<file path="src/logic/rename_pkg.sv">
// Sizes and index types shared by the rename stage
// Pointer and count widths carry one extra bit so that full and empty differ
`default_nettype none

package rename_pkg;

  parameter int rename_width = 2;
  parameter int commit_width = 2;
  parameter int arf_size     = 32;
  parameter int prf_size     = 64;
  parameter int cp_size      = 4;

  typedef logic [$clog2(arf_size)-1:0] arf_index_t;
  typedef logic [$clog2(prf_size)-1:0] prf_index_t;
  typedef logic [$clog2(cp_size)-1:0]  cp_index_t;

  // Occupancy of the free list, also used for its wrapping pointers
  typedef logic [$clog2(prf_size):0]   free_count_t;
  typedef logic [$clog2(cp_size):0]    cp_count_t;

endpackage

`default_nettype wire

</file>
<file path="src/logic/free_list.sv">
// FIFO of free physical registers
// Allocation shows the next two entries; the caller never takes more than are free
// Restore reloads only the head, the tail keeps every release
`timescale 1ns/100ps
`default_nettype none

module free_list (
  input  logic                                                  clock,
  input  logic                                                  reset,
  input  logic [1:0]                                            alloc_count,
  output rename_pkg::prf_index_t [rename_pkg::rename_width-1:0] alloc_prd,
  input  logic [rename_pkg::commit_width-1:0]                   release_valid,
  input  rename_pkg::prf_index_t [rename_pkg::commit_width-1:0] release_prd,
  input  logic                                                  restore,
  input  rename_pkg::free_count_t                               restore_head,
  output rename_pkg::free_count_t                               head,
  output rename_pkg::free_count_t                               free_count
);

  rename_pkg::prf_index_t  fifo [rename_pkg::prf_size];
  rename_pkg::free_count_t tail;
  rename_pkg::free_count_t tail_next;
  rename_pkg::free_count_t wr_ptr [rename_pkg::commit_width];

  always_comb begin
    for (int i = 0; i < rename_pkg::rename_width; i++) begin
      alloc_prd[i] = fifo[rename_pkg::prf_index_t'(head + rename_pkg::free_count_t'(i))];
    end
  end

  // Releases pack at the tail in slot order
  always_comb begin
    tail_next = tail;
    for (int i = 0; i < rename_pkg::commit_width; i++) begin
      wr_ptr[i] = tail_next;
      tail_next = tail_next + rename_pkg::free_count_t'(release_valid[i]);
    end
  end

  assign free_count = tail - head;

  always_ff @(posedge clock) begin
    if (reset) begin
      head <= '0;
      tail <= rename_pkg::free_count_t'(rename_pkg::prf_size - rename_pkg::arf_size);
      // Registers above the architectural set start out free
      for (int i = 0; i < rename_pkg::prf_size - rename_pkg::arf_size; i++) begin
        fifo[i] <= rename_pkg::prf_index_t'(rename_pkg::arf_size + i);
      end
    end else begin
      if (restore) begin
        head <= restore_head;
      end else begin
        head <= head + rename_pkg::free_count_t'(alloc_count);
      end
      tail <= tail_next;
      for (int i = 0; i < rename_pkg::commit_width; i++) begin
        if (release_valid[i]) begin
          fifo[rename_pkg::prf_index_t'(wr_ptr[i])] <= release_prd[i];
        end
      end
    end
  end

endmodule

`default_nettype wire

</file>
<file path="src/logic/map_table.sv">
// Speculative architectural to physical map with checkpoint copies
// Lookups are combinational, later slots see earlier writes of the same group
// x0 is never written by the caller and so stays at physical 0
`timescale 1ns/100ps
`default_nettype none

module map_table (
  input  logic                                                  clock,
  input  logic                                                  reset,
  input  rename_pkg::arf_index_t [rename_pkg::rename_width-1:0] rs1,
  input  rename_pkg::arf_index_t [rename_pkg::rename_width-1:0] rs2,
  input  rename_pkg::arf_index_t [rename_pkg::rename_width-1:0] rd,
  input  logic [rename_pkg::rename_width-1:0]                   rd_write,
  input  rename_pkg::prf_index_t [rename_pkg::rename_width-1:0] new_prd,
  output rename_pkg::prf_index_t [rename_pkg::rename_width-1:0] prs1,
  output rename_pkg::prf_index_t [rename_pkg::rename_width-1:0] prs2,
  output rename_pkg::prf_index_t [rename_pkg::rename_width-1:0] prev_prd,
  input  logic                                                  save,
  input  rename_pkg::cp_index_t                                 save_idx,
  input  logic                                                  restore,
  input  rename_pkg::cp_index_t                                 restore_idx
);

  rename_pkg::prf_index_t map      [rename_pkg::arf_size];
  rename_pkg::prf_index_t map_next [rename_pkg::arf_size];
  rename_pkg::prf_index_t cp_map   [rename_pkg::cp_size][rename_pkg::arf_size];

  // Map after the whole group, the younger slot wins on the same rd
  always_comb begin
    map_next = map;
    for (int i = 0; i < rename_pkg::rename_width; i++) begin
      if (rd_write[i]) begin
        map_next[rd[i]] = new_prd[i];
      end
    end
  end

  always_comb begin
    for (int i = 0; i < rename_pkg::rename_width; i++) begin
      prs1[i]     = map[rs1[i]];
      prs2[i]     = map[rs2[i]];
      prev_prd[i] = map[rd[i]];
      // Bypass from older slots of the same group
      for (int j = 0; j < i; j++) begin
        if (rd_write[j]) begin
          if (rs1[i] == rd[j]) begin
            prs1[i] = new_prd[j];
          end
          if (rs2[i] == rd[j]) begin
            prs2[i] = new_prd[j];
          end
          if (rd[i] == rd[j]) begin
            prev_prd[i] = new_prd[j];
          end
        end
      end
    end
  end

  always_ff @(posedge clock) begin
    if (reset) begin
      for (int i = 0; i < rename_pkg::arf_size; i++) begin
        map[i] <= rename_pkg::prf_index_t'(i);
      end
    end else if (restore) begin
      // Restore overrides any write of the squashed group
      for (int i = 0; i < rename_pkg::arf_size; i++) begin
        map[i] <= cp_map[restore_idx][i];
      end
    end else begin
      map <= map_next;
    end
    if (save) begin
      for (int i = 0; i < rename_pkg::arf_size; i++) begin
        cp_map[save_idx][i] <= map_next[i];
      end
    end
  end

endmodule

`default_nettype wire

</file>
<file path="src/logic/rename_stage.sv">
// Rename controller: input register, checkpoint bookkeeping, output register
// A group in flight during a recover edge still comes out, but leaves no state
// ready reserves room for the group taken on the same edge
`timescale 1ns/100ps
`default_nettype none

module rename_stage (
  input  logic                                                  clock,
  input  logic                                                  reset,
  input  logic                                                  in_valid,
  input  rename_pkg::arf_index_t [rename_pkg::rename_width-1:0] in_rs1,
  input  rename_pkg::arf_index_t [rename_pkg::rename_width-1:0] in_rs2,
  input  rename_pkg::arf_index_t [rename_pkg::rename_width-1:0] in_rd,
  input  logic [rename_pkg::rename_width-1:0]                   in_rd_valid,
  input  logic [rename_pkg::rename_width-1:0]                   in_branch,
  output logic                                                  ready,
  output logic                                                  out_valid,
  output rename_pkg::prf_index_t [rename_pkg::rename_width-1:0] out_prs1,
  output rename_pkg::prf_index_t [rename_pkg::rename_width-1:0] out_prs2,
  output rename_pkg::prf_index_t [rename_pkg::rename_width-1:0] out_prd,
  output rename_pkg::prf_index_t [rename_pkg::rename_width-1:0] out_prev_prd,
  output logic [rename_pkg::rename_width-1:0]                   out_prev_valid,
  output rename_pkg::cp_index_t                                 out_cp_index,
  output logic [rename_pkg::rename_width-1:0]                   out_cp_valid,
  input  logic [rename_pkg::commit_width-1:0]                   retire_valid,
  input  rename_pkg::prf_index_t [rename_pkg::commit_width-1:0] retire_prev_prd,
  input  logic [rename_pkg::commit_width-1:0]                   retire_prev_valid,
  input  logic [rename_pkg::commit_width-1:0]                   retire_branch,
  input  logic                                                  recover,
  input  rename_pkg::cp_index_t                                 recover_cp_index,
  output rename_pkg::arf_index_t [rename_pkg::rename_width-1:0] map_rs1,
  output rename_pkg::arf_index_t [rename_pkg::rename_width-1:0] map_rs2,
  output rename_pkg::arf_index_t [rename_pkg::rename_width-1:0] map_rd,
  output logic [rename_pkg::rename_width-1:0]                   map_rd_write,
  output rename_pkg::prf_index_t [rename_pkg::rename_width-1:0] map_new_prd,
  input  rename_pkg::prf_index_t [rename_pkg::rename_width-1:0] map_prs1,
  input  rename_pkg::prf_index_t [rename_pkg::rename_width-1:0] map_prs2,
  input  rename_pkg::prf_index_t [rename_pkg::rename_width-1:0] map_prev_prd,
  output logic                                                  map_save,
  output rename_pkg::cp_index_t                                 map_save_idx,
  output logic                                                  map_restore,
  output rename_pkg::cp_index_t                                 map_restore_idx,
  output logic [1:0]                                            fl_alloc_count,
  input  rename_pkg::prf_index_t [rename_pkg::rename_width-1:0] fl_alloc_prd,
  output logic [rename_pkg::commit_width-1:0]                   fl_release_valid,
  output rename_pkg::prf_index_t [rename_pkg::commit_width-1:0] fl_release_prd,
  output logic                                                  fl_restore,
  output rename_pkg::free_count_t                               fl_restore_head,
  input  rename_pkg::free_count_t                               fl_head,
  input  rename_pkg::free_count_t                               fl_free_count
);

  logic                                                  accept;
  logic                                                  buf_valid;
  rename_pkg::arf_index_t [rename_pkg::rename_width-1:0] buf_rs1;
  rename_pkg::arf_index_t [rename_pkg::rename_width-1:0] buf_rs2;
  rename_pkg::arf_index_t [rename_pkg::rename_width-1:0] buf_rd;
  logic [rename_pkg::rename_width-1:0]                   buf_rd_valid;
  logic [rename_pkg::rename_width-1:0]                   buf_branch;

  rename_pkg::cp_index_t   cp_head;
  rename_pkg::cp_index_t   cp_head_next;
  rename_pkg::cp_count_t   cp_count;
  rename_pkg::cp_count_t   cp_count_next;
  rename_pkg::free_count_t cp_free_head [rename_pkg::cp_size];
  rename_pkg::free_count_t free_next;
  rename_pkg::free_count_t pend_alloc;
  logic                    pend_cp;
  logic                    ready_next;

  assign accept  = in_valid & ready;
  assign map_rs1 = buf_rs1;
  assign map_rs2 = buf_rs2;
  assign map_rd  = buf_rd;

  assign map_save        = buf_valid & (|buf_branch) & ~recover;
  assign map_restore     = recover;
  assign map_restore_idx = recover_cp_index;
  assign fl_restore      = recover;
  assign fl_restore_head = cp_free_head[recover_cp_index];
  assign fl_release_prd  = retire_prev_prd;

  // Destination writes and the registers they take, in slot order
  always_comb begin
    fl_alloc_count = '0;
    for (int i = 0; i < rename_pkg::rename_width; i++) begin
      map_rd_write[i] = buf_valid & buf_rd_valid[i] & (buf_rd[i] != '0);
      map_new_prd[i]  = fl_alloc_prd[fl_alloc_count];
      fl_alloc_count  = fl_alloc_count + 2'(map_rd_write[i]);
    end
  end

  always_comb begin
    cp_head_next  = cp_head;
    cp_count_next = cp_count;
    free_next     = fl_free_count;
    // Retirements come before recover and before the new checkpoint
    for (int i = 0; i < rename_pkg::commit_width; i++) begin
      fl_release_valid[i] = retire_valid[i] & retire_prev_valid[i];
      free_next           = free_next + rename_pkg::free_count_t'(fl_release_valid[i]);
      if (retire_valid[i] && retire_branch[i]) begin
        cp_head_next  = cp_head_next + 1'b1;
        cp_count_next = cp_count_next - 1'b1;
      end
    end
    map_save_idx = cp_head_next + rename_pkg::cp_index_t'(cp_count_next);
    if (recover) begin
      // Keep the oldest up to the chosen checkpoint
      cp_count_next = rename_pkg::cp_count_t'(rename_pkg::cp_index_t'(recover_cp_index
                      - cp_head_next)) + 1'b1;
      free_next     = free_next + (fl_head - fl_restore_head);
    end else begin
      cp_count_next = cp_count_next + rename_pkg::cp_count_t'(map_save);
      free_next     = free_next - rename_pkg::free_count_t'(fl_alloc_count);
    end
    // Needs of the group captured on this edge
    pend_alloc = '0;
    pend_cp    = 1'b0;
    for (int i = 0; i < rename_pkg::rename_width; i++) begin
      if (accept && in_rd_valid[i] && in_rd[i] != '0) begin
        pend_alloc = pend_alloc + 1'b1;
      end
      pend_cp = pend_cp | (accept & in_branch[i]);
    end
    ready_next = (free_next >= pend_alloc + rename_pkg::free_count_t'(rename_pkg::rename_width))
                 && (cp_count_next + rename_pkg::cp_count_t'(pend_cp)
                 < rename_pkg::cp_count_t'(rename_pkg::cp_size));
  end

  always_ff @(posedge clock) begin
    if (reset) begin
      cp_head   <= '0;
      cp_count  <= '0;
      ready     <= 1'b1;
      buf_valid <= 1'b0;
      out_valid <= 1'b0;
    end else begin
      cp_head   <= cp_head_next;
      cp_count  <= cp_count_next;
      ready     <= ready_next;
      buf_valid <= accept;
      out_valid <= buf_valid;
    end
    if (accept) begin
      buf_rs1      <= in_rs1;
      buf_rs2      <= in_rs2;
      buf_rd       <= in_rd;
      buf_rd_valid <= in_rd_valid;
      buf_branch   <= in_branch;
    end
    // Free-list head after this group's allocations
    if (map_save) begin
      cp_free_head[map_save_idx] <= fl_head + rename_pkg::free_count_t'(fl_alloc_count);
    end
    out_prs1       <= map_prs1;
    out_prs2       <= map_prs2;
    out_prev_prd   <= map_prev_prd;
    out_prev_valid <= map_rd_write;
    out_cp_index   <= map_save_idx;
    for (int i = 0; i < rename_pkg::rename_width; i++) begin
      out_prd[i]      <= map_rd_write[i] ? map_new_prd[i] : '0;
      out_cp_valid[i] <= buf_valid & buf_branch[i] & ~recover;
    end
  end

endmodule

`default_nettype wire

</file>
<file path="src/logic/rename_top.sv">
// Two-wide register rename, one cycle from accepted group to output
// At most one branch per group, no new group while recover is high
`timescale 1ns/100ps
`default_nettype none

module rename_top (
  input  logic                                                  clock,
  input  logic                                                  reset,
  input  logic                                                  in_valid,
  input  rename_pkg::arf_index_t [rename_pkg::rename_width-1:0] in_rs1,
  input  rename_pkg::arf_index_t [rename_pkg::rename_width-1:0] in_rs2,
  input  rename_pkg::arf_index_t [rename_pkg::rename_width-1:0] in_rd,
  input  logic [rename_pkg::rename_width-1:0]                   in_rd_valid,
  input  logic [rename_pkg::rename_width-1:0]                   in_branch,
  output logic                                                  ready,
  output logic                                                  out_valid,
  output rename_pkg::prf_index_t [rename_pkg::rename_width-1:0] out_prs1,
  output rename_pkg::prf_index_t [rename_pkg::rename_width-1:0] out_prs2,
  output rename_pkg::prf_index_t [rename_pkg::rename_width-1:0] out_prd,
  output rename_pkg::prf_index_t [rename_pkg::rename_width-1:0] out_prev_prd,
  output logic [rename_pkg::rename_width-1:0]                   out_prev_valid,
  output rename_pkg::cp_index_t                                 out_cp_index,
  output logic [rename_pkg::rename_width-1:0]                   out_cp_valid,
  input  logic [rename_pkg::commit_width-1:0]                   retire_valid,
  input  rename_pkg::prf_index_t [rename_pkg::commit_width-1:0] retire_prev_prd,
  input  logic [rename_pkg::commit_width-1:0]                   retire_prev_valid,
  input  logic [rename_pkg::commit_width-1:0]                   retire_branch,
  input  logic                                                  recover,
  input  rename_pkg::cp_index_t                                 recover_cp_index
);

  rename_pkg::arf_index_t [rename_pkg::rename_width-1:0] map_rs1;
  rename_pkg::arf_index_t [rename_pkg::rename_width-1:0] map_rs2;
  rename_pkg::arf_index_t [rename_pkg::rename_width-1:0] map_rd;
  logic [rename_pkg::rename_width-1:0]                   map_rd_write;
  rename_pkg::prf_index_t [rename_pkg::rename_width-1:0] map_new_prd;
  rename_pkg::prf_index_t [rename_pkg::rename_width-1:0] map_prs1;
  rename_pkg::prf_index_t [rename_pkg::rename_width-1:0] map_prs2;
  rename_pkg::prf_index_t [rename_pkg::rename_width-1:0] map_prev_prd;
  logic                                                  map_save;
  rename_pkg::cp_index_t                                 map_save_idx;
  logic                                                  map_restore;
  rename_pkg::cp_index_t                                 map_restore_idx;
  logic [1:0]                                            fl_alloc_count;
  rename_pkg::prf_index_t [rename_pkg::rename_width-1:0] fl_alloc_prd;
  logic [rename_pkg::commit_width-1:0]                   fl_release_valid;
  rename_pkg::prf_index_t [rename_pkg::commit_width-1:0] fl_release_prd;
  logic                                                  fl_restore;
  rename_pkg::free_count_t                               fl_restore_head;
  rename_pkg::free_count_t                               fl_head;
  rename_pkg::free_count_t                               fl_free_count;

  rename_stage stage (.*);

  map_table maps (
    .clock       (clock),
    .reset       (reset),
    .rs1         (map_rs1),
    .rs2         (map_rs2),
    .rd          (map_rd),
    .rd_write    (map_rd_write),
    .new_prd     (map_new_prd),
    .prs1        (map_prs1),
    .prs2        (map_prs2),
    .prev_prd    (map_prev_prd),
    .save        (map_save),
    .save_idx    (map_save_idx),
    .restore     (map_restore),
    .restore_idx (map_restore_idx)
  );

  free_list frees (
    .clock         (clock),
    .reset         (reset),
    .alloc_count   (fl_alloc_count),
    .alloc_prd     (fl_alloc_prd),
    .release_valid (fl_release_valid),
    .release_prd   (fl_release_prd),
    .restore       (fl_restore),
    .restore_head  (fl_restore_head),
    .head          (fl_head),
    .free_count    (fl_free_count)
  );

endmodule

`default_nettype wire

</file>
<file path="config.mk">
export PLATFORM = sky130hd
export DESIGN_NAME = rename_top
export DESIGN_NICKNAME = d
export VERILOG_FILES = /design/src/logic/rename_pkg.sv /design/src/logic/free_list.sv /design/src/logic/map_table.sv /design/src/logic/rename_stage.sv /design/src/logic/rename_top.sv
export SDC_FILE = /design/constraint.sdc
export NUM_CORES = 2
export LEC_CHECK = 0
export BUFFER_PORTS_ARGS = -buffer_cell sky130_fd_sc_hd__buf_2
export CORE_MARGIN = 8
export CORE_UTILIZATION = 40
export DETAILED_ROUTE_END_ITERATION = 7
export MAX_ROUTING_LAYER = met4
export PLACE_DENSITY = 0.55
export SLEW_MARGIN = 40
export SYNTH_ARGS = -nofsm -noshare
export SYNTH_HDL_FRONTEND = slang
export SYNTH_SLANG_ARGS = --single-unit
</file>
<file path="constraint.sdc">
create_clock -name clock -period 22.1 [get_ports clock]
set_input_delay 4.42 -clock clock [delete_from_list [all_inputs] [get_ports clock]]
set_output_delay 4.42 -clock clock [all_outputs]
set_load 0.005 [all_outputs]
</file>
Word level (Yosys, flattened, before mapping)
Memories as Yosys holds them, arrays and structs flattened. A register that Yosys moved wholly into a read port is not among the register bits.
Cells that the tools add are included.
{ "classes": {"bitwise_logic": 23, "add_sub_neg": 22, "eq_ne": 3, "n_reduce_logical": 16, "order_cmp": 11, "n_mux": 61} }
{ "ops": {"columns": ["cell", "n"], "rows": [
  ["$mux W192", 3],
  ["$bwmux W192", 2],
  ["$bmux W6 S5", 6],
  ["$mux W6", 27],
  ["$demux W6 S5", 2],
  ["$ge A6 B6 Y1 const B", 6],
  ["$not A5 Y6", 6],
  ["$add A7 B1 Y7", 4],
  ["$mux W7", 3],
  ["$reduce_bool A5 Y1", 4],
  ["$and A1 B1 Y1", 15],
  ["$eq A5 B5 Y1", 3],
  ["$sub A7 B7 Y7", 2],
  ["$mux W1", 13],
  ["$lt A6 B1 Y1 const B", 2],
  ["$reduce_or A6 Y1", 2],
  ["$logic_and A1 B1 Y1", 9],
  ["$mux W3", 3],
  ["$add A7 B2 Y7", 1],
  ["$add A7 B2 Y7 const B", 1],
  ["$add A7 B7 Y7", 1],
  ["$ge A7 B7 Y1", 1],
  ["$sub A7 B2 Y7", 1],
  ["$add A3 B1 Y3", 2],
  ["14 further kinds", 17]
]} }
{ "word_totals": {"out_inout_bits": 56, "register_bits": 302, "in_bits": 58, "memories": 3, "ramBits": 1180, "word_cells": 197} }
{ "memory_table": {"columns": ["name", "words", "width", "rd", "rd_clocked_by_memory_dff", "wr", "line", "rtl"], "rows": [
  ["maps.cp_map", 4, 192, 1, 0, 1, "map_table.sv:26", "rename_pkg::prf_index_t cp_map [rename_pkg::cp_size][rename_pkg::arf_size];"],
  ["frees.fifo", 64, 6, 2, 1, 32, "free_list.sv:20", "rename_pkg::prf_index_t fifo [rename_pkg::prf_size];"],
  ["stage.cp_free_head", 4, 7, 1, 0, 1, "rename_stage.sv:65", "rename_pkg::free_count_t cp_free_head [rename_pkg::cp_size];"]
]} }

Depth between registers and ports, before layout
{ "logic_depth": {"depth_word": 10, "mapped_depth": 21, "depth_no_buf": 18} }

By module
From an unflattened synthesis, not the netlist that was laid out.
{ "unflattened": {"hier_cells": 5732, "hier_area_um2": 79371.1} }
{ "by_module_without_submodules": {"columns": ["mod", "seq_area_each_um2", "n_inst", "cells_each", "area_each_um2"], "rows": [
  ["map_table", 26905.8, 1, 3378, 49297.3],
  ["free_list", 11811.3, 1, 1983, 25007.7],
  ["rename_stage", 3103.0, 1, 371, 5066.1]
]} }

Worst setup path after synthesis
No wires, ideal clock.
{ "synth_path": {"kind": "input port to flip-flop", "startpoint": "input port retire_branch[0] (netlist bit)", "endpoint": "memory maps.cp_map[3][0] (netlist bit), enable pin", "n_path_buf": 0, "setup_slack_ps": 7431, "cell_stages": 9, "t_arrival_ps": 13909, "setup_time_ps": 761, "required_time_ps": 21339, "path_cell_list": "nand2_1 -> nor2_1 -> a21oi_1 -> ha_1 -> mux2i_1 -> xnor2_1 -> xnor2_1 -> inv_1 -> nor2_1"} }
{ "synth_via": {"elab_chain_cells": 5, "elab_cells_between_ends": 8, "classes_between": "add/sub (3); mux (4); reduce/logical (1)"} }
{ "synth_rtl": {"columns": ["item", "line", "rtl"], "rows": [
  ["start, declared", "rename_top.sv:27", "input logic [rename_pkg::commit_width-1:0] retire_branch,"],
  ["$logic_and A1 B1 Y1 (*)", "rename_stage.sv:101", "if (retire_valid[i] && retire_branch[i]) begin"],
  ["$mux W3 or $mux W2 (tied branches)", "rename_stage.sv:101", null],
  ["$sub A3 B1 Y3 or $add A2 B1 Y2 (tied branches)", "rename_stage.sv:103, rename_stage.sv:102", null],
  ["$mux W3 or $mux W2 (tied branches)", "rename_stage.sv:101", null],
  ["$add A2 B2 Y2 (*)", "rename_stage.sv:106", "map_save_idx = cp_head_next + rename_pkg::cp_index_t'(cp_count_next);"],
  ["net map_save_idx[1]", "rename_top.sv:41", "rename_pkg::cp_index_t map_save_idx;"],
  ["end, declared", "map_table.sv:26", null]
]} }
The timed path passes the listed nets; every way through them passes the cells marked *.

Worst setup path after layout
{ "layout_path": {"startpoint": "input port retire_valid[0] (netlist bit)", "endpoint": "memory maps.cp_map[1][110] (netlist bit), enable pin"} }
{ "layout_via": {"elab_chain_cells": 5, "elab_cells_between_ends": 8, "classes_between": "add/sub (3); mux (4); reduce/logical (1)"} }
{ "layout_rtl": {"columns": ["item", "line", "rtl"], "rows": [
  ["start, declared", "rename_top.sv:24", "input logic [rename_pkg::commit_width-1:0] retire_valid,"],
  ["$logic_and A1 B1 Y1 (*)", "rename_stage.sv:101", null],
  ["$mux W3 or $mux W2 (tied branches)", "rename_stage.sv:101", null],
  ["$sub A3 B1 Y3 or $add A2 B1 Y2 (tied branches)", "rename_stage.sv:103, rename_stage.sv:102", null],
  ["$mux W3 or $mux W2 (tied branches)", "rename_stage.sv:101", null],
  ["$add A2 B2 Y2 (*)", "rename_stage.sv:106", null],
  ["net map_save_idx[1]", "rename_top.sv:41", null]
]} }
Marks and branches as above.

==> results.json <==
{
  "ir_drop_uv": 87.6,
  "clock_sinks": 1482,
  "grt_pass1_vias": 53400,
  "reg2reg_to": "maps.cp_map[1][20]",
  "synth_cells": 5864,
  "grt_pass1_wl_mm": 402,
  "yosysMostFrequentCell": "edfxtp_1",
  "leakagePower_nw": 27.8,
  "endpoint_kind": "flop",
  "num_vias": 55400,
  "hold_buffers": 0,
  "layout.nets": 5864,
  "ys_top_cells_by_area": "edfxtp_1, mux4_2, dfxtp_1",
  "synth_commonest_cells": "edfxtp_1, mux4_2, nand2_1, nor2_1, a21oi_1",
  "fin_util_pct": 44.8,
  "fin_hold_ws_ps": 501,
  "yosysTopAreaCell": "edfxtp_1",
  "power_mw": 8.03,
  "first_pass_iters": 6,
  "skew_ps": 73.9,
  "io_buffer_count": 113,
  "fin_crit_sh_pct": 37.3,
  "place_congestion": 0.966,
  "reg2reg_from": "frees.head[1]",
  "postCtsResizedCells": 0,
  "syn_to_final_growth_pct": 11.2,
  "min_to": "stage.out_cp_valid[1]",
  "cts.clk_slew.worst_paths_ps": 70,
  "slowest_stage": "buf_4",
  "grt_util_all_layers_pct": 26.8,
  "fin_setup_tns_ps": 0,
  "vias_per_cell": 6.50,
  "fin_area_mm2": 0.0875,
  "syn_area_mm2": 0.0787,
  "grt_max_degree": 91,
  "cts_root_buffer": "clkbuf_16",
  "cts_buffer_depth": 3,
  "holdPathStages": 1,
  "start_util_pct": 40.3,
  "die_width_um": 459,
  "crit_type": "input pin to flop",
  "drive_gt1_share_pct": 24.9,
  "htree_levels": 4,
  "finalSetupViolations": 0,
  "synth_seq_area_share_pct": 53.2,
  "ys.flop_type": "edfxtp_1",
  "cts_tree": "built",
  "crit_buf_inv": 4,
  "synth_area_per_cell_um2": 13.4,
  "maxSlewHeadroom_pct": 33.0,
  "finalHoldViolations": 0,
  "outcome": "complete, no violations",
  "synth-edff-count": 1214,
  "critical_path.top_delay_family": "buffers and inverters",
  "antenna_found_initial": 8,
  "worstRegToRegCells": 11,
  "synth_nets": 5970,
  "ys_warn_count": 0,
  "reg2reg_slack_ps": 15440,
  "power.density_mw_per_mm2": 91.9,
  "maxSlewViolCount": 0,
  "holdCritPathClass": "flop to flop",
  "pin_count": 114,
  "rsz0062_at_grt": "no",
  "core_mm2": 0.195,
  "maxCapViolCount": 0,
  "wl_per_cell_um": 33.2,
  "synth_cell_types": 84,
  "placed_area_mm2": 0.0817,
  "layout_min_cycle_time_ps": 8240,
  "slowest_delay_ps": 730,
  "ys_ff_latch": 1482,
  "die-area_mm2": 0.211,
  "hp-start": "stage.buf_branch[1]",
  "max_freq_mhz": 121,
  "fp.dieH_um": 459,
  "dp_hpwl_mm": 187,
  "numCtsBuffers": 163,
  "async_flop_share_pct": 0,
  "fill_cells": 17400,
  "worstPathCellList": "buf_2 > nand2_1 > nor2_1 > a21oi_1 > ha_1 > mux2i_1 > xnor2_1 > xnor2_1 > nor2_4 > buf_4 > buf_4 > buf_6",
  "std_cell_rows": 162,
  "crit_required_ps": 22540,
  "arrival_ps": 8680,
  "wirelength_mm": 283,
  "first_iter_violations": 7439,
  "start_kind": "input pin",
  "clk_latency_ps": 840,
  "yosysTopAreaCellShare_pct": 46.3,
  "cp_max_fo": 53,
  "tightest_slew_ps": 995,
  "grt_overflow_total": 0,
  "startpoint": "retire_valid[0]",
  "post-cts-setup-buffers": 0,
  "drcViolationCount": 0,
  "antenna_left": 0
}
registers in the layout, indices dropped and copies added (netlist names), 12 cells and up:
signal,flops
maps.cp_map,768
frees.fifo,384
maps.map,192
stage.cp_free_head,28
stage.out_prd,12
stage.out_prev_prd,12
stage.out_prs1,12
stage.out_prs2,12
cell type report:
| type | instances | area (um^2) | area share [%] |
|---|---|---|---|
| sequential | 1482 | 41800 | 47.8 |
| multi-input combinational | 3762 | 34400 | 39.3 |
| clock buffer | 213 | 4470 | 5.11 |
| tap | 2624 | 3280 | 3.75 |
| timing repair buffer | 277 | 2070 | 2.36 |
| clock inverter | 93 | 1140 | 1.31 |
| inverter | 72 | 270 | 0.309 |
| antenna | 4 | 10.0 | 0.0114 |
power breakdown:
| group | leakage (nW) | switching, mW | internal, mW |
|---|---|---|---|
| sequential | 13.0 | 0.173 | 3.24 |
| combinational | 12.0 | 1.08 | 0.686 |
| clock | 2.72 | 1.18 | 1.67 |
| total | 27.8 | 2.43 | 5.60 |
cell usage in the layout (no fill, tap or decap), types with 67 or more instances in the layout:
master	Yosys	final
mux4_2	698	698
clkbuf_16	0	167
a21oi_1	437	437
o21a_1	74	74
nor2_1	497	469
mux2_2	145	145
a221oi_1	84	84
edfxtp_1	1214	1214
nand2_1	530	527
o21ai_0	244	227
dfxtp_1	268	264
buf_2	63	109
inv_1	70	67
nand3_1	72	67
a22oi_1	68	68
mux2i_1	127	127
nor3_1	76	70
buf_4	32	126
per-layer routing:
layer  GRT usage (%)  vias to the layer above  share of wire [%]
met5               -                        -                  0
met1            34.3                    28400                 38
met4            12.5                        0                5.7
li1                -                    23000                  -
met3            6.12                      728                 11
met2            40.7                     3358                 46
worst max-delay path by stage:
stage	to	slack [ps]	cells after the start
2_1_floorplan	maps.cp_map[3][0]	7430	9
5_1_grt	maps.cp_map[1][111]	13600	12
4_1_cts	maps.cp_map[1][29]	13850	12
3_3_place_gp	maps.cp_map[1][108]	12780	12
3_5_place_dp	maps.cp_map[1][108]	12990	12
6_report	maps.cp_map[1][110]	13860	12
through the flow:
stage,setup WS (ps),std cells
global route,13600,8525
global placement,12780,8198
floorplan,7430,5864
CTS,13850,8516
finish,13860,8527
detailed placement,12990,8210
cell families (layout without fill, tap and decap cells):
logic type | count (synthesis) | after routing | synth area share [%]
flops | 1482 | 1482 | 53.2
compound gates | 1321 | 1321 | 10.6
simple gates | 1351 | 1351 | 7.32
buf+inv | 620 | 655 | 3.44
other cells | 0 | 4 | 0
mux | 976 | 976 | 23.8
fa+ha+maj | 48 | 48 | 0.849
xor+xnor | 66 | 66 | 0.744
No activity file was read; power rests on OpenSTA's default activity.
